## src/kernel_cu_pkg.sv

```systemverilog
// Kernel compute unit package with sizing constants, encodings and packet types
`default_nettype none

package kernel_cu_pkg;

  // --------------------
  // Sizing
  // --------------------
  // Memory channels behind the unit
  localparam int NUM_CHANNELS = 2;
  // Bits needed to index a channel
  localparam int CH_W = (NUM_CHANNELS > 1) ? $clog2(NUM_CHANNELS) : 1;
  localparam int ADDR_W = 32;
  localparam int DATA_W = 32;
  // Line counts and tags share one width
  localparam int COUNT_W = 16;
  // One memory line, channel = line number mod NUM_CHANNELS
  localparam int LINE_BYTES = 64;
  localparam int LINE_SHIFT = $clog2(LINE_BYTES);
  // Idle cycles required before done may rise
  localparam int PULSE_HOLD = 4;
  localparam int HOLD_W = $clog2(PULSE_HOLD + 1);
  // Unused descriptor payload, kept for later fields
  localparam int DESC_SPARE_W = 8;

  // --------------------
  // Encodings
  // --------------------
  typedef enum logic [2:0] {
    IDLE       = 3'd0,
    SETUP      = 3'd1,
    SETUP_WAIT = 3'd2,
    RUN        = 3'd3,
    DRAIN      = 3'd4,
    DONE       = 3'd5
  } cu_state_e;

  // Configuration line read versus data line read
  typedef enum logic {
    OP_CFG_READ = 1'b0,
    OP_READ     = 1'b1
  } mem_opcode_e;

  // --------------------
  // Packet types
  // --------------------
  typedef struct packed {
    logic                    valid;
    logic [ADDR_W-1:0]       base_addr;
    logic [DESC_SPARE_W-1:0] spare;
  } kernel_descriptor_t;

  typedef struct packed {
    logic               valid;
    mem_opcode_e        opcode;
    logic [ADDR_W-1:0]  addr;
    logic [COUNT_W-1:0] tag;
  } mem_request_t;

  // Config response carries the line count in the low data bits
  typedef struct packed {
    logic               valid;
    mem_opcode_e        opcode;
    logic [DATA_W-1:0]  data;
    logic [COUNT_W-1:0] tag;
  } mem_response_t;

endpackage : kernel_cu_pkg

`default_nettype wire

```

## src/channel_router.sv

```systemverilog
// Channel router, sends each request to its line's channel under back-pressure
`default_nettype none

module channel_router (
  input  logic                                   ap_clk,
  input  logic                                   areset_control,
  input  kernel_cu_pkg::mem_request_t            request,
  input  logic [kernel_cu_pkg::NUM_CHANNELS-1:0] ch_full,
  output kernel_cu_pkg::mem_request_t            ch_request [kernel_cu_pkg::NUM_CHANNELS],
  output logic                                   stall
);

  import kernel_cu_pkg::*;

  logic [CH_W-1:0] target;
  logic            accept;

  // Channel from the line number of the address
  assign target = CH_W'((request.addr >> LINE_SHIFT) % NUM_CHANNELS);

  // A request for a full channel stays put at the input
  assign stall  = request.valid && ch_full[target];
  assign accept = request.valid && !stall;

  // --------------------
  // Output registers
  // --------------------
  // One register per channel, valid is a one cycle strobe
  always_ff @(posedge ap_clk) begin
    for (int c = 0; c < NUM_CHANNELS; c++) begin
      if (areset_control) begin
        ch_request[c].valid <= 1'b0;
      end else if (accept && (target == CH_W'(c))) begin
        ch_request[c] <= request;
      end else begin
        ch_request[c].valid <= 1'b0;
      end
    end
  end

  // Full seen by the router one cycle before the channel would see valid
  for (genvar g = 0; g < NUM_CHANNELS; g++) begin : g_full_check
    a_no_send_when_full: assert property (
      @(posedge ap_clk) disable iff (areset_control)
      ch_full[g] |=> !ch_request[g].valid
    ) else $error("request sent to full channel %0d", g);
  end

endmodule : channel_router

`default_nettype wire

```

## config.mk

```make
export PLATFORM = sky130hd
export DESIGN_NAME = channel_router
export DESIGN_NICKNAME = d
export VERILOG_FILES = /design/src/kernel_cu_pkg.sv /design/src/channel_router.sv
export SDC_FILE = /design/constraint.sdc
export NUM_CORES = 1
export LEC_CHECK = 0
export BUFFER_PORTS_ARGS = -buffer_cell sky130_fd_sc_hd__buf_2
export CORE_MARGIN = 3
export CORE_UTILIZATION = 43
export DETAILED_ROUTE_END_ITERATION = 8
export PLACE_DENSITY = 0.76
export SKIP_LAST_GASP = 1
export SLEW_MARGIN = 20
export SYNTH_ARGS = -nofsm -noshare
export SYNTH_HDL_FRONTEND = slang
export SYNTH_SLANG_ARGS = --single-unit
```

## constraint.sdc

```tcl
create_clock -name ap_clk -period 16.5 [get_ports ap_clk]
set_clock_uncertainty 0.15 [all_clocks]
set_input_delay 3.3 -clock ap_clk [delete_from_list [all_inputs] [get_ports ap_clk]]
set_output_delay 3.3 -clock ap_clk [all_outputs]
set_load 0.01 [all_outputs]
```

### After elaboration in Yosys (flattened, before gate mapping)

Cells that the tools add are included.
Widths: inputs -> output; s select.

* $lt $le $gt $ge: 1
* mux-type cells: 2
* bitwise operators: 4
* reductions and logical operators: 9

Operators by type and width (count)
* $logic_and 1x1->1: 4
* $not 1->1: 4
* $reduce_and 2->1: 2
* $reduce_or 2->1: 2
* $lt 1x2->1 const B: 1
* $mux 1: 2
* $logic_not 1->1: 1

* flip-flop bits (word level): 100
* bits of input ports: 54
* output and inout port bits: 101
* logic and storage cells: 24

### Depth between registers and ports, before layout

* depth after elaboration: 8
* mapped depth: 2
* mapped depth without buffers: 2

### Worst setup path before layout

OpenSTA, ideal clock, no wires.

* path type: in2reg
* start: input port ch_full[0] (netlist bit)
* end: register ch_request[50] (netlist bit), enable pin
* library setup time: 0.597 ns
* data arrival time: 8.470 ns
* required time: 15.753 ns
* slack: 7.283 ns
* cell stages on the path: 1
* path buffers: 0
* cell sequence: nor4b_1

* longest elaborated chain between the ends: 7

Ends and longest elaborated chain
* start: declaration: line channel_router.sv:8 `input logic [kernel_cu_pkg::NUM_CHANNELS-1:0] ch_full,`
* $mux 1 (implied by the code) (2 in series): line channel_router.sv:22 `assign stall = request.valid && ch_full[target];`
* $logic_and 1x1->1: line channel_router.sv:22
* $logic_not 1->1: line channel_router.sv:23 `assign accept = request.valid && !stall;`
* $logic_and 1x1->1: line channel_router.sv:23
* $logic_and 1x1->1: line channel_router.sv:33 `end else if (accept && (target == CH_W'(c))) begin`
* $reduce_and 2->1 (no line)
* end signal: indexed assignment: line channel_router.sv:34 `ch_request[c] <= request;`
* end: declaration: line channel_router.sv:9 `output kernel_cu_pkg::mem_request_t ch_request [kernel_cu_pkg::NUM_CHANNELS],`

Every way passes these cells. The select of a mux whose other input is x is not followed.
A chain may end at the register's enable or synchronous reset.

### Final worst setup path

* start: input port request[22] (netlist bit)
* end: output port stall

* longest elaborated chain between the ends: 3

Ends and longest elaborated chain
* start: declaration: line channel_router.sv:7 `input kernel_cu_pkg::mem_request_t request,`
* $mux 1 (implied by the code) (2 in series): line channel_router.sv:22
* $logic_and 1x1->1: line channel_router.sv:22
* end: declaration: line channel_router.sv:10 `output logic stall`

Every way passes these cells. The select of a mux whose other input is x is not followed.

==> impl_results.md <==
- Grt ovf: 0
- H-tree level count: 3
- Die height: 90.11 microns
- Register area share after synthesis: 98.07%
- Clk root buf: clkbuf_8
- Dpl hpwl: 4109 microns
- Worst Setup SP: request[22]
- Slew Limit Fails: 0
- Post-Syn Area: 3042 sq um
- # rows: 30
- First-iteration detailed-routing DRC count: 43
- Crit. End Element: primary output
- Resize count post-CTS: 0
- First-pass GRT wire length: 8763 microns
- Hold slack: 2.994 ns
- Critical path type: primary input to primary output
- Cells after Synth: 106
- Total GRT Usage: 14.41%
- Highest Clock Rate: 137.0 MHz
- Num CTS Buffers: 9
- Power density cells: 112.3 nW/um^2
- I/O pin count: 155
- Via count: 1642
- Via-per-instance ratio: 4.390
- Worst-case clock buffer depth: 2
- Top reg by flops: ch_request
- Min Clock Period, post-route: 7.302 ns
- Initial antenna violation count: 1
- Placer Congestion: 0.7031
- TritonCTS clock tree: built
- WL final: 5753 microns
- Largest net degree at the start of global routing: 28
- Final #Nets: 328
- Synth-to-Final Area Change: 36.98%
- Synthesized area per cell: 28.69 sq um
- Initial Utilization: 44.52%
- #FFs+latches synth: 100
- Net count after synthesis: 160
- Maximum fanout along the worst path: 7
- Unrepaired setup endpoints after global routing: false
- Max rail drop VDD: 56.04 uV
- Worst slew margin: 52.64%
- Leakage: 1.658 nW
- Max reg flops: 100
- CTS Hold Bufs: 0
- Core area: 6832 sq um
- Setup TNS Final: 0 ns
- Largest regs: ch_request x100
- FILL cells: 538
- Port Buffers: 154
- Status: finished, final reports clean
- Fin. Hold Viols: 0
- Drt wl/cell: 15.38 microns
- Clk slew on worst S/H paths: 0.09 ns
- Vias in the first global route: 1727
- Worst EP arrival: 3.85 ns
- Max_cap viols: 0
- Share of cells above drive strength 1: 61.87%
- Drt pass-1 iters: 4
- Post-CTS setup buffers: 0
- Period Utilization, post-route: 44.25%
- Commonest non-fill, non-tap cell in the layout: buf_2
- Critical path required time: 13.05 ns
- YS warnings: 0
- Worst slew pin tran: 0.7104 ns
- Die Width: 90.11 microns
- Post-route ant nets: 0
- Type of origin of the critical path: primary input
- Residual DRC count: 0
- Commonest non-fill, non-tap cells in the layout: buf_2, edfxtp_1, clkbuf_8
- Clk sinks: 100
- Critical Path End: stall
- Final setup fails: 0
- Die Area: 8119 sq um
- # diodes: 0
- Hold/Removal Path Class: primary input to flip-flop
- Synth cell types: 6
-- stage by stage --
step	std cells	area, sq um	total power (W)	setup slack (ns)	utilization, %
floorplan	106	3042	0.0003018	7.283	-
global placement	359	3961	0.0003164	9.240	57.99
detailed placement	359	3961	0.0003178	9.203	57.99
CTS	374	4167	0.0004739	9.201	60.99
global route	374	4167	0.0004851	9.145	60.99
finish	374	4167	0.0004678	9.198	60.99
-- cells by family (layout without fill, tap and decap cells) --
group	Yosys count	after routing	synth area share, %
DFF	100	100	98.07
buffers and inverters	0	172	0
muxes	1	1	0.3291
and+or+nand+nor	5	5	1.604
-- per-layer routing --
layer	vias up	track usage, %	routed length (microns)
met4	2	5.612	29
met2	82	25.14	3093
met3	4	7.950	569
met1	783	14.20	2047
li1	771	-	-
met5	-	0	13
-- final cells by class --
class | count | area (sq um) | share of cell area (%)
flip-flops and latches | 100 | 2983 | 71.59
repair buffers | 157 | 793.3 | 19.04
clock buffers | 10 | 127.6 | 3.063
well taps | 96 | 120.1 | 2.883
clock inverters | 5 | 77.57 | 1.862
multi-input cells | 6 | 65.06 | 1.562
-- critical path, stage by stage --
cell and delay (ns):
buf_2 0.15, mux2i_1 0.20, nor2b_1 0.06, buf_2 0.13
-- worst min-delay path by stage --
| stage | depth (start not counted) | startpoint | endpoint | slack [ns] |
|---|---|---|---|---|
| after CTS | 1 | request[32] | ch_request[82]$_DFFE_PP_ | 2.97 |
| after global placement | 1 | request[25] | ch_request[25]$_DFFE_PP_ | 3.34 |
| after detailed placement | 1 | request[16] | ch_request[16]$_DFFE_PP_ | 3.34 |
| after global routing | 1 | request[10] | ch_request[60]$_DFFE_PP_ | 2.96 |
| final | 1 | request[32] | ch_request[32]$_DFFE_PP_ | 2.99 |
| after floorplan | 1 | areset_control | ch_request[99]$_SDFF_PP0_ | 3.23 |
-- synthesized netlist by cell type (all sizes together) --
cell | n | area (sq um)
mux2i | 1 | 10.01
dfxtp | 2 | 40.04
nor2b | 1 | 6.260
nor4b | 2 | 17.52
and4bb | 2 | 25.02
edfxtp | 98 | 2943
-- power by group --
| part | internal [W] | switching [W] | leakage [nW] | total (W) |
|---|---|---|---|---|
| clock network | 0.0000841 | 0.0000722 | 0.104 | 0.000156 |
| logic | 0.00000998 | 0.0000128 | 0.648 | 0.0000228 |
| registers | 0.000287 | 0.00000166 | 0.907 | 0.000289 |
(Power assumes the default switching activity.)
