## src/kernel_cu_pkg.sv

```systemverilog
// Kernel compute unit package with sizing constants, encodings and packet types
`default_nettype none

package kernel_cu_pkg;

  // --------------------
  // Sizing
  // --------------------
  // Memory channels behind the unit
  localparam int NUM_CHANNELS = 2;
  // Bits needed to index a channel
  localparam int CH_W = (NUM_CHANNELS > 1) ? $clog2(NUM_CHANNELS) : 1;
  localparam int ADDR_W = 32;
  localparam int DATA_W = 32;
  // Line counts and tags share one width
  localparam int COUNT_W = 16;
  // One memory line, channel = line number mod NUM_CHANNELS
  localparam int LINE_BYTES = 64;
  localparam int LINE_SHIFT = $clog2(LINE_BYTES);
  // Idle cycles required before done may rise
  localparam int PULSE_HOLD = 4;
  localparam int HOLD_W = $clog2(PULSE_HOLD + 1);
  // Unused descriptor payload, kept for later fields
  localparam int DESC_SPARE_W = 8;

  // --------------------
  // Encodings
  // --------------------
  typedef enum logic [2:0] {
    IDLE       = 3'd0,
    SETUP      = 3'd1,
    SETUP_WAIT = 3'd2,
    RUN        = 3'd3,
    DRAIN      = 3'd4,
    DONE       = 3'd5
  } cu_state_e;

  // Configuration line read versus data line read
  typedef enum logic {
    OP_CFG_READ = 1'b0,
    OP_READ     = 1'b1
  } mem_opcode_e;

  // --------------------
  // Packet types
  // --------------------
  typedef struct packed {
    logic                    valid;
    logic [ADDR_W-1:0]       base_addr;
    logic [DESC_SPARE_W-1:0] spare;
  } kernel_descriptor_t;

  typedef struct packed {
    logic               valid;
    mem_opcode_e        opcode;
    logic [ADDR_W-1:0]  addr;
    logic [COUNT_W-1:0] tag;
  } mem_request_t;

  // Config response carries the line count in the low data bits
  typedef struct packed {
    logic               valid;
    mem_opcode_e        opcode;
    logic [DATA_W-1:0]  data;
    logic [COUNT_W-1:0] tag;
  } mem_response_t;

endpackage : kernel_cu_pkg

`default_nettype wire

```

## src/cu_control_fsm.sv

```systemverilog
// Job control FSM, sequences setup and run and tracks outstanding reads
`default_nettype none

module cu_control_fsm (
  input  logic                              ap_clk,
  input  logic                              areset_control,
  input  kernel_cu_pkg::kernel_descriptor_t descriptor,
  input  logic                              issue,
  input  logic                              all_issued,
  input  kernel_cu_pkg::mem_response_t      response,
  input  logic                              hold_met,
  output logic                              start_cfg,
  output logic                              start_run,
  output logic [kernel_cu_pkg::COUNT_W-1:0] line_count,
  output logic                              idle,
  output logic                              done_out
);

  import kernel_cu_pkg::*;

  cu_state_e          state;
  logic [COUNT_W-1:0] outstanding;
  logic               cfg_seen;

  // Configuration line has come back through the merge
  assign cfg_seen = response.valid && (response.opcode == OP_CFG_READ);

  // --------------------
  // State sequencing
  // --------------------
  always_ff @(posedge ap_clk) begin
    if (areset_control) begin
      state      <= IDLE;
      start_cfg  <= 1'b0;
      start_run  <= 1'b0;
      line_count <= '0;
    end else begin
      // Start strobes last one cycle
      start_cfg <= 1'b0;
      start_run <= 1'b0;
      case (state)
        IDLE, DONE: begin
          // A new descriptor also restarts from DONE
          if (descriptor.valid) begin
            state     <= SETUP;
            start_cfg <= 1'b1;
          end
        end
        SETUP: begin
          state <= SETUP_WAIT;
        end
        SETUP_WAIT: begin
          if (cfg_seen) begin
            line_count <= response.data[COUNT_W-1:0];
            start_run  <= 1'b1;
            state      <= RUN;
          end
        end
        RUN: begin
          // all_issued is stale during the start_run cycle
          if (!start_run && all_issued) begin
            state <= DRAIN;
          end
        end
        DRAIN: begin
          if (hold_met) begin
            state <= DONE;
          end
        end
        default: begin
          state <= IDLE;
        end
      endcase
    end
  end

  // --------------------
  // Outstanding reads
  // --------------------
  always_ff @(posedge ap_clk) begin
    if (areset_control) begin
      outstanding <= '0;
    end else begin
      case ({issue, response.valid})
        2'b10:   outstanding <= outstanding + 1'b1;
        2'b01:   outstanding <= outstanding - 1'b1;
        default: outstanding <= outstanding;
      endcase
    end
  end

  // Idle only once every read is back
  assign idle     = (state == DRAIN) && (outstanding == '0);
  assign done_out = (state == DONE);

  // Responses from the channels never outnumber the requests issued
  a_no_underflow: assert property (
    @(posedge ap_clk) disable iff (areset_control)
    response.valid |-> (outstanding != '0)
  ) else $error("response returned with no read outstanding");

endmodule : cu_control_fsm

`default_nettype wire

```

## config.mk

```make
export PLATFORM = sky130hd
export DESIGN_NAME = cu_control_fsm
export DESIGN_NICKNAME = d
export VERILOG_FILES = /design/src/kernel_cu_pkg.sv /design/src/cu_control_fsm.sv
export SDC_FILE = /design/constraint.sdc
export NUM_CORES = 1
export LEC_CHECK = 0
export ABC_CLOCK_PERIOD_IN_PS = 4900
export BUFFER_PORTS_ARGS = -buffer_cell sky130_fd_sc_hd__buf_4
export CAP_MARGIN = 20
export CORE_ASPECT_RATIO = 0.8
export CORE_MARGIN = 1
export CORE_UTILIZATION = 45
export CTS_CLUSTER_DIAMETER = 60
export CTS_CLUSTER_SIZE = 12
export DETAILED_ROUTE_END_ITERATION = 8
export GPL_TIMING_DRIVEN = 1
export HOLD_SLACK_MARGIN = 0.12
export PLACE_DENSITY = 0.79
export SYNTH_ARGS = -nofsm -noshare
export SYNTH_HDL_FRONTEND = slang
export SYNTH_SLANG_ARGS = --single-unit
```

## constraint.sdc

```tcl
create_clock -name ap_clk -period 4.9 [get_ports ap_clk]
set_clock_uncertainty 0.15 [all_clocks]
set_input_delay 0.245 -clock ap_clk [delete_from_list [all_inputs] [get_ports ap_clk]]
set_output_delay 0.245 -clock ap_clk [all_outputs]
set_load 0.05 [all_outputs]
```

### After elaboration in Yosys (flattened, before gate mapping)

Cells that the tools add are included.

* flip-flop bits (word level): 37
* input port bits: 96
* output and inout bits: 20
* logic and storage cells: 41

* add/sub/neg operators: 2
* equality and inequality tests: 11
* multiplexer cells: 8
* bitwise operators: 3
* reduce and logical (&&, ||, !) cells: 12

Operators with widths (number)
* one-hot mux 16 bit (2 select lines): 1
* adder 16 x 1 -> 16 bit, second input constant: 1
* logical NOT 16 bit: 1
* subtractor 16 x 1 -> 16 bit, second input constant: 1
* one-hot mux 3 bit (5 select lines): 1
* two-way mux 3 bit: 4
* != test 2 bit, second input constant: 4
* == test 3 x 2 -> 1 bit, second input constant: 2
* == test 3 bit, second input constant: 2
* OR reduction 2 bit: 3
* AND reduction 4 bit: 1
* == test 3 x 1 -> 1 bit, second input constant: 1
* logical AND 1 bit: 3
* logical NOT 3 bit: 1
* inverter 1 bit: 3
* == test 2 x 1 -> 1 bit, second input constant: 1
* == test 2 bit, second input constant: 1
* two-way mux 1 bit: 2
* AND reduction 2 bit: 1
* nonzero test 2 bit: 1
* logical NOT 1 bit: 1

### Logic depth before layout (Yosys ltp)

* depth in word-level cells: 4
* mapped depth: 14
* mapped depth without buffers: 10

### Worst setup path before layout

Ideal clock, no wire load.

* kind: input port to flip-flop
* start: in issue
* end: reg outstanding[10]
* library setup time: 123 ps
* arrival time: 2660 ps
* required time: 4627 ps
* setup slack: 1967 ps
* cell stages on the path: 14
* buffers on the path: 4
* cells stage by stage: inv_1 ha_1 buf_6 buf_8 clkbuf_8 buf_2 xor2_1 ha_1 or3_4 a21oi_4 or2_4 o31ai_2 a22oi_2 mux2_1

* cells in the longest elaborated chain, start to end: 2
* elaborated cells on any way between the ends: 4
* classes of those cells: eq/ne (2); mux (1); reduce/logical (1)

RTL lines
* from (decl): RTL line cu_control_fsm.sv:8 `input logic issue,`
* == test 2 x 1 -> 1 bit / == test 2 bit (equally long branches): RTL line cu_control_fsm.sv:84 `case ({issue, response.valid})`
* one-hot mux 16 bit (2 select lines) / nonzero test 2 bit (equally long branches)
* to (signal assigned): RTL line cu_control_fsm.sv:85 `2'b10: outstanding <= outstanding + 1'b1;`
* to (signal assigned): RTL line cu_control_fsm.sv:86 `2'b01: outstanding <= outstanding - 1'b1;`
* to (signal assigned): RTL line cu_control_fsm.sv:87 `default: outstanding <= outstanding;`
* to (decl): RTL line cu_control_fsm.sv:22 `logic [COUNT_W-1:0] outstanding;`

Several ways; a longest one is shown, not always the timed one.
A chain may end at the register's enable or synchronous reset.

### Final worst setup path

* start: in issue
* end: reg outstanding[12]

Same word-level chain as after synthesis.

==> flow_summary.ini <==
[worst_hold_path]
hp-start = areset_control
hold_path_class = input port to flop

[synth]
async_reset_ff_frac = 0
ys_types = 75
synth_seq_area_share = 0.265
netlist_instances = 366
syn-num-nets = 465
synth_area_sq_um = 2800
ys_warn_count = 0
post_synth.cell_area_avg_sq_um = 7.65
synth_flop_cell = dfxtp_1
ys_ff_latch = 37
synth_edf_count = 0

[clocking]
cts_resized = 0
cts_tree = done
cts.clk_slew.worst_paths_ps = 80
cts-buffers-inserted = 5
htree_levels = 2
postCtsSetupRepairBufs = 0
clockBufferDepth = 2
clock-sinks = 37
cts_root_buf = clkbuf_8
clock_latency_ps = 310

[routing]
drt_first_pass_iters = 5
drtIter0Drc = 355
viasPerCell = 5.88
vias = 2829
drc = 0
ant_nets = 0
drt-total-wl_microns = 7590
wl_per_cell_microns = 15.8

[worst_setup_path]
end_kind = flop
critPathKind = input port to flop
cp_max_fo = 33
cp.required_ps = 4940
rr_startpoint = outstanding[1]
arrival_ps = 2800
setup.worst_path.start_class = input port
critPathLaunch = issue

[placed_design]
gp_congestion = 0.909
dp.final_hpwl_microns = 4730
dp_slack_ps = 1870
placed_cell_area_sq_um = 2960
io_buffers = 43

[timing]
fin_crit_ps = 2760
finalHoldViolCount = 0
setup_ws_ps = 2140
worstMarginPinSlew_ps = 1000
rsz0062_at_grt = no
setup-tns-final_ps = 0
holdWs_ps = 229
maxSlewHeadroom = 0.329
max_freq_mhz = 363
setup_viol = 0
maxSlewViolCount = 0
finalCritPeriodShare = 0.563

[final_layout]
fin_nets = 498
fillers = 525
drive_gt1_frac = 0.185
final_area_sq_um = 3250
diodes = 0
post-route-util = 0.547
areaGrowthSynthToFinish_pct = 16.1

[die]
fp.dieH_microns = 72.6
start_util = 0.471
ioPinCount = 116
chipWidth_microns = 90.2
rows = 25
core_sq_um = 5940
dieArea_sq_um = 6540

[power_and_ir_drop]
power.leakage_nw = 1.21
power_density_nw_per_um2 = 327
irDropWorstVdd_v = 0.000135

[status]
outcome = finished, final reports clean

[global_route]
grt_overflow = 0
track_usage = 0.230
grt_max_degree = 46
antenna_found_initial = 0
grt_pass1_vias = 2527
grt_pass1_wl_microns = 12100

[flow_run]
maxCapViolCount = 0
==> per-layer routing <==
metal  GRT usage  share of wire  up-vias
li1            -              -     1371
met3      0.0482          0.070       16
met1       0.314           0.45     1319
met2       0.361           0.46      123
met4      0.0806          0.023        0
met5           0              0        -
==> layout by cell type, fill, tap and decap left out, types with 3 or more instances in the layout <==
cell,Yosys,final
o21ai_0,17,17
o31ai_1,4,4
o2111ai_1,3,3
a22oi_1,5,5
xor2_1,4,4
nor3_1,10,10
a21oi_1,33,33
dfxtp_1,37,37
xnor2_1,6,6
mux2_1,4,4
a221oi_1,3,3
nand3_1,10,10
nand2_1,48,48
inv_1,12,12
nand4_1,3,3
or3_1,7,7
dlygate4sd3_1,0,17
o21a_1,3,3
o211ai_1,5,5
clkbuf_8,8,6
nor4_1,6,6
nor2b_1,5,5
nand2b_1,7,7
mux2i_1,3,3
or4_1,4,4
a31oi_1,3,3
nor2_1,31,31
buf_4,2,44
ha_1,3,3
==> cell families (layout without fill, tap and decap cells) <==
| kind of cell | Yosys count | in the layout | share of synthesized area |
|---|---|---|---|
| xor+xnor | 10 | 10 | 0.0313 |
| simple gates | 160 | 160 | 0.303 |
| compound gates | 102 | 102 | 0.249 |
| buf+inv | 47 | 81 | 0.113 |
| mux | 7 | 7 | 0.0268 |
| fa+ha+maj | 3 | 3 | 0.0134 |
| flops | 37 | 37 | 0.265 |
==> report_power, final <==
group	switching, mW	internal, mW
sequential	0.0779	0.336
combinational	0.207	0.151
clock	0.127	0.166
==> stage by stage <==
step | total power, mW | std cells
after floorplan | 0.694 | 366
after global placement | 0.740 | 456
after detailed placement | 0.754 | 456
after CTS | 1.06 | 481
after global routing | 1.12 | 481
final | 1.06 | 481
==> path summary, 6_finish.rpt <==
kind                                        end  slack [ps]  cells after the start
worst max register to register  outstanding[14]        2210                      8
worst min-delay path             outstanding[4]         230                      2
worst max-delay path            outstanding[12]        2140                      9
worst min register to register    line_count[5]         310                      2
==> cell usage after synthesis (all sizes together), types with 7 or more instances <==
library cell	count	area, sq um
nand2	49	186
dfxtp	37	741
a21oi	36	199
nor2	31	116
clkbuf	19	151
o21ai	18	90.1
buf	15	106
inv	12	45.0
nor3	11	60.1
nand3	10	50.1
or3	10	70.1
nor4	8	62.6
nand2b	7	43.8
==> worst max-delay path: stages <==
cell and delay [ps]:
buf_4 110, inv_1 70, ha_1 470, buf_4 400, and2b_2 270, a22oi_1 400, nor4_2 110, a221oi_1 380
mux2_1 350
==> sequential cells by signal, indices dropped and copies added (netlist names) <==
name and count:
line_count 16, start_cfg 1, start_run 1, state 3, outstanding 16
==> area by class of cell <==
type / instances / area, sq um / share of cell area
clock buffers: 6 / 82.6 / 0.0254
multi-input cells: 282 / 1740 / 0.536
flip-flops and latches: 37 / 741 / 0.228
inverters: 12 / 45.0 / 0.0139
clock inverters: 2 / 37.5 / 0.0115
repair buffers: 61 / 500 / 0.154
well taps: 81 / 101 / 0.0312
==> repair_timing <==
item                                    4_1_cts  5_1_grt
hold buffers                                 17        0
endpoints found under the setup margin        0        0
hold endpoints to repair                     17        0
Note: power is estimated with default switching activity, not from simulation.
