$ cat config.mk
export PLATFORM = sky130hd
export DESIGN_NAME = request_gen
export DESIGN_NICKNAME = d
export VERILOG_FILES = /design/src/kernel_cu_pkg.sv /design/src/request_gen.sv
export SDC_FILE = /design/constraint.sdc
export NUM_CORES = 1
export LEC_CHECK = 0
export ABC_CLOCK_PERIOD_IN_PS = 8000
export BUFFER_PORTS_ARGS = -buffer_cell sky130_fd_sc_hd__buf_2
export CAP_MARGIN = 25
export CORE_MARGIN = 4
export CORE_UTILIZATION = 45
export DETAILED_ROUTE_END_ITERATION = 6
export GPL_ROUTABILITY_DRIVEN = 0
export GPL_TIMING_DRIVEN = 0
export PLACE_DENSITY = 0.68
export SYNTH_ARGS = -nofsm -noshare
export SYNTH_HDL_FRONTEND = slang
export SYNTH_SLANG_ARGS = --single-unit
$ cat constraint.sdc
create_clock -name ap_clk -period 8 [get_ports ap_clk]
set_input_delay 2 -clock ap_clk [delete_from_list [all_inputs] [get_ports ap_clk]]
set_output_delay 2 -clock ap_clk [all_outputs]
set_load 0.01 [all_outputs]
$ cat src/kernel_cu_pkg.sv
// Kernel compute unit package with sizing constants, encodings and packet types
`default_nettype none

package kernel_cu_pkg;

  // --------------------
  // Sizing
  // --------------------
  // Memory channels behind the unit
  localparam int NUM_CHANNELS = 2;
  // Bits needed to index a channel
  localparam int CH_W = (NUM_CHANNELS > 1) ? $clog2(NUM_CHANNELS) : 1;
  localparam int ADDR_W = 32;
  localparam int DATA_W = 32;
  // Line counts and tags share one width
  localparam int COUNT_W = 16;
  // One memory line, channel = line number mod NUM_CHANNELS
  localparam int LINE_BYTES = 64;
  localparam int LINE_SHIFT = $clog2(LINE_BYTES);
  // Idle cycles required before done may rise
  localparam int PULSE_HOLD = 4;
  localparam int HOLD_W = $clog2(PULSE_HOLD + 1);
  // Unused descriptor payload, kept for later fields
  localparam int DESC_SPARE_W = 8;

  // --------------------
  // Encodings
  // --------------------
  typedef enum logic [2:0] {
    IDLE       = 3'd0,
    SETUP      = 3'd1,
    SETUP_WAIT = 3'd2,
    RUN        = 3'd3,
    DRAIN      = 3'd4,
    DONE       = 3'd5
  } cu_state_e;

  // Configuration line read versus data line read
  typedef enum logic {
    OP_CFG_READ = 1'b0,
    OP_READ     = 1'b1
  } mem_opcode_e;

  // --------------------
  // Packet types
  // --------------------
  typedef struct packed {
    logic                    valid;
    logic [ADDR_W-1:0]       base_addr;
    logic [DESC_SPARE_W-1:0] spare;
  } kernel_descriptor_t;

  typedef struct packed {
    logic               valid;
    mem_opcode_e        opcode;
    logic [ADDR_W-1:0]  addr;
    logic [COUNT_W-1:0] tag;
  } mem_request_t;

  // Config response carries the line count in the low data bits
  typedef struct packed {
    logic               valid;
    mem_opcode_e        opcode;
    logic [DATA_W-1:0]  data;
    logic [COUNT_W-1:0] tag;
  } mem_response_t;

endpackage : kernel_cu_pkg

`default_nettype wire

$ cat src/request_gen.sv
// Request generator, emits the config read then one read per data line
`default_nettype none

module request_gen (
  input  logic                              ap_clk,
  input  logic                              areset_control,
  input  logic                              start_cfg,
  input  logic                              start_run,
  input  logic                              stall,
  input  logic [kernel_cu_pkg::ADDR_W-1:0]  base_addr,
  input  logic [kernel_cu_pkg::COUNT_W-1:0] line_count,
  output kernel_cu_pkg::mem_request_t       request,
  output logic                              issue,
  output logic                              all_issued
);

  import kernel_cu_pkg::*;

  // Reads left after the one being presented
  logic [COUNT_W-1:0] remaining;

  // Router takes the request whenever it does not stall
  assign issue = request.valid && !stall;

  always_ff @(posedge ap_clk) begin
    if (areset_control) begin
      request.valid <= 1'b0;
      remaining     <= '0;
      all_issued    <= 1'b0;
    end else if (start_cfg) begin
      // Single configuration line at the descriptor base
      request.valid  <= 1'b1;
      request.opcode <= OP_CFG_READ;
      request.addr   <= base_addr;
      request.tag    <= '0;
      remaining      <= '0;
      all_issued     <= 1'b0;
    end else if (start_run) begin
      // Data lines start one line above the config line
      request.valid  <= (line_count != '0);
      request.opcode <= OP_READ;
      request.addr   <= base_addr + ADDR_W'(LINE_BYTES);
      request.tag    <= '0;
      remaining      <= line_count - 1'b1;
      all_issued     <= (line_count == '0);
    end else if (issue) begin
      if (remaining == '0) begin
        request.valid <= 1'b0;
        all_issued    <= 1'b1;
      end else begin
        // Next line, next tag
        request.addr <= request.addr + ADDR_W'(LINE_BYTES);
        request.tag  <= request.tag + 1'b1;
        remaining    <= remaining - 1'b1;
      end
    end
  end

endmodule : request_gen

`default_nettype wire

== Word-level counts from Yosys, hierarchy flattened ==
Index checks and enable logic that the tools add are counted.

* Output and inout port bits: 52
* ROM bits: 0
* Bits in writable memories: 0
* Memories: 0
* Register bits after elaboration: 67
* Latch bits: 0

* Eq/ne operators: 2
* $mul: 0
* Order comparisons: 0
* Divide/modulo/power cells: 0
* Reduce and logical (&&, ||, !) cells: 17
* Bitwise gates (word level): 1
* $add $sub $neg: 5
* Mux-type cells: 14
* Shift operators: 0

{| class="wikitable"
|+ Operators with widths
! operator !! number
|-
| $mux 48 || 3
|-
| $add 32x7->32 const B || 2
|-
| $mux 50 || 1
|-
| $mux 16 || 3
|-
| $logic_not 16->1 || 2
|-
| $sub 16x1->16 const B || 2
|-
| $add 16x1->16 const B || 1
|-
| $reduce_bool 16->1 || 1
|-
| $reduce_and 2->1 || 4
|-
| $mux 1 || 7
|-
| $reduce_bool 2->1 || 3
|-
| $reduce_bool 3->1 || 2
|-
| $reduce_or 2->1 || 2
|-
| $ne 3x3->1 const B || 1
|-
| $reduce_and 3->1 || 1
|-
| $ne 2x2->1 const B || 1
|-
| $logic_and 1x1->1 || 1
|-
| $logic_not 1->1 || 1
|-
| $not 1->1 || 1
|}

== Depth between registers and ports, before layout ==
Gate-level depths: netlist of run 1.

* Word-level depth: 5
* Mapped depth: 15

== Worst setup path after synthesis of run 1 ==
OpenSTA, ideal clock, no wires.

* Path kind: input-to-reg
* Start point: in start_run
* End point: reg request[0] (netlist name), enable pin
* Setup time: 456 ps
* Cell stages on the path: 7
* Arrival time: 5080 ps
* Path slack: 2464 ps
* Cells stage by stage: buf_6 -> buf_2 -> buf_4 -> clkbuf_1 -> nor2_1 -> clkbuf_1 -> a21oi_1

* Longest elaborated chain between the ends: 2
* Elaborated cells between the ends (all ways): 3
* Those cells by class: 1 x eq/ne; 2 x reduce/logical

{| class="wikitable"
|+ Ends and longest elaborated chain
! element !! RTL line !! text
|-
| start: declaration || request_gen.sv:8 || <nowiki>input logic start_run,</nowiki>
|-
| $ne 3x3->1 (no line) or $reduce_bool 3->1 (tied branches) || - ||
|-
| $reduce_and 3->1 (no line) (*) || - ||
|-
| end: declaration || request_gen.sv:12 || <nowiki>output kernel_cu_pkg::mem_request_t request,</nowiki>
|}

Every way passes the cells marked *; elsewhere a longest branch is shown, timed or not.
A chain may end at the register's enable or synchronous reset.

== Final worst setup path of run 1 ==
* Start point: in start_run
* End point: reg request[42] (netlist name) (data pin)

* Longest elaborated chain between the ends: 2

{| class="wikitable"
|+ Ends and longest elaborated chain
! element !! RTL line !! text
|-
| $mux 48 || request_gen.sv:38 || <nowiki>end else if (start_run) begin</nowiki>
|-
| $mux 50 || request_gen.sv:30 || <nowiki>end else if (start_cfg) begin</nowiki>
|}

No other way between the ends.

==> results of run 1 <==
[layer usage]
metal | up-vias | wire, um | GRT usage (%)
met4 | 0 | 441 | 11.4
met1 | 2205 | 6300 | 30.0
met3 | 40 | 1090 | 4.89
met5 | - | 0 | 0
li1 | 2203 | - | -
met2 | 210 | 7210 | 39.4
[cells in the final DEF, fill, tap and decap left out, types with 9 or more instances in the layout]
master,n
sky130_fd_sc_hd__o21ai_0,25
sky130_fd_sc_hd__clkbuf_1,18
sky130_fd_sc_hd__dfxtp_1,18
sky130_fd_sc_hd__mux2i_1,17
sky130_fd_sc_hd__nor2_1,51
sky130_fd_sc_hd__nand3_1,27
sky130_fd_sc_hd__edfxtp_1,49
sky130_fd_sc_hd__xnor2_1,39
sky130_fd_sc_hd__a21oi_1,24
sky130_fd_sc_hd__xor2_1,22
sky130_fd_sc_hd__inv_1,11
sky130_fd_sc_hd__clkbuf_8,9
sky130_fd_sc_hd__nor3_1,25
sky130_fd_sc_hd__nor2b_1,14
sky130_fd_sc_hd__a22oi_1,10
sky130_fd_sc_hd__buf_2,110
sky130_fd_sc_hd__nand2_1,43
[final timing paths]
path         depth (start not counted)          end           from  slack [ns]
max reg2reg                          6   request[3]  remaining[11]        4.93
min                                  2   all_issued     all_issued        0.45
max                                 15  request[42]      start_run        2.04
min reg2reg                          2   all_issued     all_issued        0.45
[final cells by class]
type                    count  area share [%]
multi-input cells         424            49.5
flip-flops and latches     67            31.9
repair buffers            104            9.32
well taps                 136            2.96
plain buffers              29            2.44
clock buffers              10            2.22
clock inverters             6           0.980
inverters                  11           0.719
[kinds of logic (layout without fill, tap and decap cells)]
logic type,count (synthesis),count (layout),synth area share [%]
AND/OR/NAND/NOR,220,220,24.6
AO/OA/AOI/OAI,116,116,16.8
flip-flops,67,67,37.8
XOR/XNOR,61,61,11.0
buffers and inverters,40,160,3.75
multiplexers,24,24,5.14
adder cells (fa/ha/maj),3,3,0.775
[where the power goes]
part,total [uW],switching [uW],internal (uW)
Sequential,427,25.0,402
Combinational,203,122,80.5
Clock,278,136,142
[critical path, cell delays in order]
cell and delay, ns:
sky130_fd_sc_hd__buf_2 0.15, sky130_fd_sc_hd__buf_6 0.18, sky130_fd_sc_hd__buf_2 0.27, sky130_fd_sc_hd__buf_4 0.25, sky130_fd_sc_hd__clkbuf_1 0.54, sky130_fd_sc_hd__buf_2 0.37, sky130_fd_sc_hd__mux2_2 0.21, sky130_fd_sc_hd__ha_1 0.15
sky130_fd_sc_hd__buf_2 0.20, sky130_fd_sc_hd__nand4_1 0.16, sky130_fd_sc_hd__a221oi_4 0.51, sky130_fd_sc_hd__nand4_4 0.29, sky130_fd_sc_hd__or4b_1 0.55, sky130_fd_sc_hd__o21ai_1 0.12, sky130_fd_sc_hd__a221oi_2 0.07
[through the flow]
stage / hold slack (ns) / total power (uW) / area (um^2) / instances
floorplan: 0.465 / 552 / 4840 / 531
global placement: 0.438 / 627 / 5530 / 770
detailed placement: 0.443 / 634 / 5560 / 771
CTS: 0.453 / 909 / 5740 / 787
global route: 0.473 / 950 / 5740 / 787
finish: 0.448 / 907 / 5740 / 787
[registers in the layout (all words and copies together), names as in the netlist]
signal	cells
request	50
all_issued	1
remaining	16
==> flow_summary.rst, run 1 <==
.. list-table::
   :header-rows: 1

   * - Metric
     - Value
   * - Outcome
     - finished clean
   * - Final period util
     - ~74%
   * - Syn_area_per_cell
     - approximately 9.1 um^2
   * - Wire length of the first global-routing pass
     - ~24,000 um
   * - Total of endpoints with negative setup slack in the final report
     - 0
   * - Most area-hungry cell type in the Yosys netlist
     - sky130_fd_sc_hd__edfxtp_1
   * - Syn. warnings
     - 0
   * - Actual slew at the worst max-slew pin
     - a little over 0.8 ns
   * - Maximum level of the CTS H-tree
     - 3
   * - Vias
     - ~4,700
   * - Fraction of synthesis flops using an asynchronous set or reset pin
     - 0%
   * - Number of buffers inserted by post-CTS setup repair
     - 0
   * - Clock buffers created by TritonCTS
     - 9
   * - Area of the multi-input gates
     - about 2800 um^2
   * - Number of max-capacitance violations reported
     - 0
   * - Area share of the largest cell type after synthesis
     - 30.4%
   * - FF/Latch Area
     - 1830 um^2
   * - Post-route DRC violation count
     - 0
   * - Clock Tree Root
     - sky130_fd_sc_hd__clkbuf_8
   * - Number of instances in the synthesized netlist
     - between 500 and 600
   * - Routed len/inst
     - 19.1 um
   * - Fin Clk Skew
     - 0.0117 ns
   * - Number of global-route vias before repair
     - between 4,000 and 5,000
   * - Dpl ws
     - between 1.5 and 2 ns
   * - Most frequent cells after synthesis
     - sky130_fd_sc_hd__nor2_1, sky130_fd_sc_hd__edfxtp_1, sky130_fd_sc_hd__nand2_1
   * - Aggregate negative setup slack
     - 0 ns
   * - Sum of net half-perimeters after detailed placement
     - around 11,000 um
   * - Cell leakage power
     - roughly 0.0023 uW
   * - TritonCTS clock tree
     - done
   * - Worst VDD drop
     - around 0.08 mV
   * - Worst setup SP type
     - input port
   * - Worst Setup Slack, final
     - between 2 and 2.5 ns
   * - # diodes
     - 0
   * - Setup repair after global routing missed its margin
     - no
   * - Filler cell count in the final layout
     - between 900 and 1,000
   * - Quantity of I/O buffers inserted on ports
     - between 100 and 150
   * - Vias per cell
     - between 5 and 6
   * - Area Growth Syn to Fin
     - 18.6%
   * - Hold buffer count at cts
     - 0
   * - Crit Path Class
     - in -> reg
   * - Largest fanout of any net on the critical path
     - 10
   * - Part of the Yosys area used for sequential elements
     - between 30% and 40%
   * - Clock latency on the worst-skew pair
     - around 0.35 ns
   * - Horizontal die dimension
     - between 100 and 150 um
   * - Clock Sink Count
     - 67
   * - Clk slew on worst S/H paths
     - about 0.070 ns
   * - Antenna-violating nets left
     - 0
   * - Pin count of the biggest net entering global routing
     - 28
   * - Kind of path behind the tightest hold check
     - reg -> reg
   * - Capturing element type of the critical path
     - register
   * - DR iter-0 viols
     - 352
   * - Fraction of layout cells with a size suffix above 1
     - between 20% and 30%
   * - Global-route usage over all layers
     - between 20% and 30%
   * - Synth area leaders
     - sky130_fd_sc_hd__edfxtp_1, sky130_fd_sc_hd__dfxtp_1, sky130_fd_sc_hd__xnor2_1
   * - Predominant post-synthesis flop cell
     - sky130_fd_sc_hd__edfxtp_1
   * - Number of placement rows
     - 37
   * - Wirelength, routed
     - between 15,000 and 20,000 um
   * - Core Area
     - about 10,000 um^2
   * - Synth Cell Area
     - between 4000 and 5000 um^2
   * - Initial standard-cell utilization of the core
     - 46.5%
   * - Initial antenna violation count
     - 0
   * - Most frequently used cell type in the post-synthesis netlist
     - sky130_fd_sc_hd__nor2_1
   * - GRT overflow
     - 0
   * - Power per unit of standard cell area
     - roughly 160 nW/um^2
   * - I/O pin cnt
     - roughly 110
   * - Number of synthesized register bits
     - between 60 and 70
   * - Final layout net count
     - ~700
   * - Final core utilization
     - 55.1%
   * - Maximum achievable frequency
     - approximately 170 MHz
   * - Final min period
     - ~6.0 ns
   * - Number of enable flip-flop cells after synthesis
     - approximately 50
   * - Die Outline Area
     - 12,500 um^2
   * - Final Hold Fails
     - 0
   * - Post-synthesis cell type count
     - 70
   * - CP arrival
     - between 6 and 7 ns
   * - Worst rel slew slack
     - 45.3%
   * - Clock buffer depth
     - 2
   * - First-pass iteration count of the detailed router
     - 6
   * - Critical Path RT
     - around 8 ns
   * - Count of pins over their slew limit
     - 0
   * - Cells resized by post-CTS repair
     - 0
   * - Post-synthesis net count
     - 587
   * - Floorplan die height
     - 112 um
Note: power is estimated with default switching activity, not from simulation.
==> inputs of run 2 (changes only) <==
ABC_CLOCK_PERIOD_IN_PS = 5500   (was 8000)
clock period = 5.5 ns   (was 8 ns; I/O delays follow)
==> run 2 against run 1 <==
Compared with the run above:
- worst setup slack worse by 1.3 ns
- worst hold slack about the same
- register-to-register slack worse by 2.5 ns
- sequential share of layout area about the same
- first-iteration DRC count up 2.0%
- count of clock-buffer cells in the layout unchanged
- clock skew down 0.0021 ns
- clock power up 46%
- die area unchanged
- final area about the same
- critical path depth down 1
- global-route usage unchanged
==> flow_summary.rst, run 2 (synthesized netlist as in run 1, its figures left out) <==
.. list-table::
   :header-rows: 1

   * - Metric
     - Value
   * - Fraction of layout cells with a size suffix above 1
     - about a quarter
   * - Maximum achievable frequency
     - ~210 MHz
   * - Setup repair after global routing missed its margin
     - no
   * - Largest fanout of any net on the critical path
     - 19
   * - GRT overflow
     - 0
   * - Total of endpoints with negative setup slack in the final report
     - 0
   * - Clock Tree Root
     - sky130_fd_sc_hd__clkbuf_8
   * - Kind of path behind the tightest hold check
     - reg -> reg
   * - Worst rel slew slack
     - between 40 and 50%
   * - DR iter-0 viols
     - 359
   * - Clock latency on the worst-skew pair
     - between 0.3 and 0.4 ns
   * - Wirelength, routed
     - roughly 15,000 um
   * - Area Growth Syn to Fin
     - 18.5%
   * - Fin Clk Skew
     - 0.00954 ns
   * - Post-route DRC violation count
     - 0
   * - Number of global-route vias before repair
     - about 4,700
   * - Outcome
     - finished clean
   * - Series of cell instances along the critical path
     - buf_2, buf_6, buf_2, buf_4, buf_2, mux2_2, ha_1, buf_2, nand4_1, a221oi_4, nand4_4, or4b_1, o21ai_1, a221oi_2
   * - Crit Path Class
     - in -> reg
   * - Final Hold Fails
     - 0
   * - # diodes
     - 0
   * - Final layout net count
     - approximately 700
   * - Clk slew on worst S/H paths
     - 0.07 ns
   * - Global-route usage over all layers
     - about a quarter
   * - Hold buffer count at cts
     - 0
   * - Maximum level of the CTS H-tree
     - 3
   * - Horizontal die dimension
     - between 100 and 150 um
   * - Count of pins over their slew limit
     - 0
   * - Worst Setup Slack, final
     - between 0.6 and 0.7 ns
   * - Actual slew at the worst max-slew pin
     - 0.820 ns
   * - Top library cells by usage in the layout, fill and taps aside
     - sky130_fd_sc_hd__buf_2, sky130_fd_sc_hd__nor2_1, sky130_fd_sc_hd__edfxtp_1
   * - Worst path buffer plus inverter count
     - 6
   * - Final period util
     - 87.3%
   * - Critical Path RT
     - approximately 5.6 ns
   * - Biggest regs
     - request x50, remaining x16, all_issued x1
   * - Clock Sink Count
     - between 60 and 70
   * - Vias per cell
     - 5.93
   * - Final min period
     - 4.80 ns
   * - Worst VDD drop
     - 0.119 mV
   * - Power per unit of standard cell area
     - around 230 nW/um^2
   * - Flip-flop count of the largest register, all copies and words added
     - 50
   * - Vias
     - between 4,000 and 5,000
   * - Clock buffers created by TritonCTS
     - 9
   * - Sum of net half-perimeters after detailed placement
     - about 11,000 um
   * - Quantity of I/O buffers inserted on ports
     - slightly above 100
   * - Clock buffer depth
     - 2
   * - Cell leakage power
     - ~0.0023 uW
   * - Aggregate negative setup slack
     - 0 ns
   * - Number of max-capacitance violations reported
     - 0
   * - Initial standard-cell utilization of the core
     - 46.5%
   * - Largest reg by FF count
     - request
   * - Number of placement rows
     - 37
   * - Most frequent CP cell
     - sky130_fd_sc_hd__buf_2
   * - Worst stage delay on the critical path
     - 0.55 ns
   * - Initial antenna violation count
     - 0
   * - TritonCTS clock tree
     - done
   * - Antenna-violating nets left
     - 0
   * - Core Area
     - 10,400 um^2
   * - Cells resized by post-CTS repair
     - 0
   * - Routed len/inst
     - around 19 um
   * - Floorplan die height
     - about 110 um
   * - I/O pin cnt
     - 105
   * - Capturing element type of the critical path
     - register
   * - Final core utilization
     - between 50 and 60%
   * - CP arrival
     - between 4 and 5 ns
   * - Pin count of the biggest net entering global routing
     - 28
   * - Number of buffers inserted by post-CTS setup repair
     - 0
   * - Worst setup SP type
     - input port
   * - Top delay family on crit path
     - buffers and inverters
   * - Most common cell after layout, fill and taps aside
     - sky130_fd_sc_hd__buf_2
   * - Die Outline Area
     - about 12,000 um^2
   * - Wire length of the first global-routing pass
     - between 20,000 and 25,000 um
   * - Dpl ws
     - -0.111 ns
   * - Worst path slowest cell
     - sky130_fd_sc_hd__or4b_1
   * - First-pass iteration count of the detailed router
     - 5
## run 2: metrics by stage
| step | hold slack [ns] | area (um^2) | power [uW] | cells |
|---|---|---|---|---|
| 2_1_floorplan | 0.465 | 4840 | 803 | 531 |
| 5_1_grt | 0.473 | 5740 | 1380 | 786 |
| 4_1_cts | 0.453 | 5740 | 1320 | 787 |
| 3_3_place_gp | 0.438 | 5530 | 911 | 770 |
| 6_report | 0.448 | 5740 | 1320 | 786 |
| 3_5_place_dp | 0.443 | 5560 | 922 | 771 |
## run 2: final timing paths
| check | from | to | slack, ns | cells after the start |
|---|---|---|---|---|
| setup / recovery | start_run | request[42] | 0.70 | 14 |
| hold / removal | all_issued | all_issued | 0.45 | 2 |
| setup reg to reg | remaining[11] | request[3] | 2.45 | 6 |
| hold reg to reg | all_issued | all_issued | 0.45 | 2 |
## run 2: worst register-to-register path, cell delays in order, from the launching register on
cell and delay, ns:
sky130_fd_sc_hd__dfxtp_1 0.35, sky130_fd_sc_hd__nor3_1 0.42, sky130_fd_sc_hd__nand3_1 0.21, sky130_fd_sc_hd__o21ai_1 0.69
sky130_fd_sc_hd__clkbuf_1 0.54, sky130_fd_sc_hd__a21oi_4 0.30, sky130_fd_sc_hd__buf_12 0.27
## run 2: area by class of cell
type,count,area [um^2]
clock inverter,6,56.3
fill,983,4680
buffer,28,136
sequential,67,1830
timing repair buffer,104,536
multi-input combinational,424,2840
clock buffer,10,128
tap,136,170
inverter,11,41.3
## run 2: where the power goes
| group | leakage, uW | total (uW) | switching, uW | internal [uW] |
|---|---|---|---|---|
| clock | 0.0000951 | 405 | 200 | 206 |
| sequential | 0.000624 | 621 | 36.1 | 584 |
| combinational | 0.00155 | 293 | 177 | 117 |
| total | 0.00226 | 1320 | 412 | 907 |
## run 2: per-layer routing
metal	global-route usage (%)	routed length, um	up-vias
li1	-	-	2206
met4	11.4	440	0
met2	39.4	7050	217
met3	4.89	1160	38
met1	30.0	6220	2199
met5	0	0	-
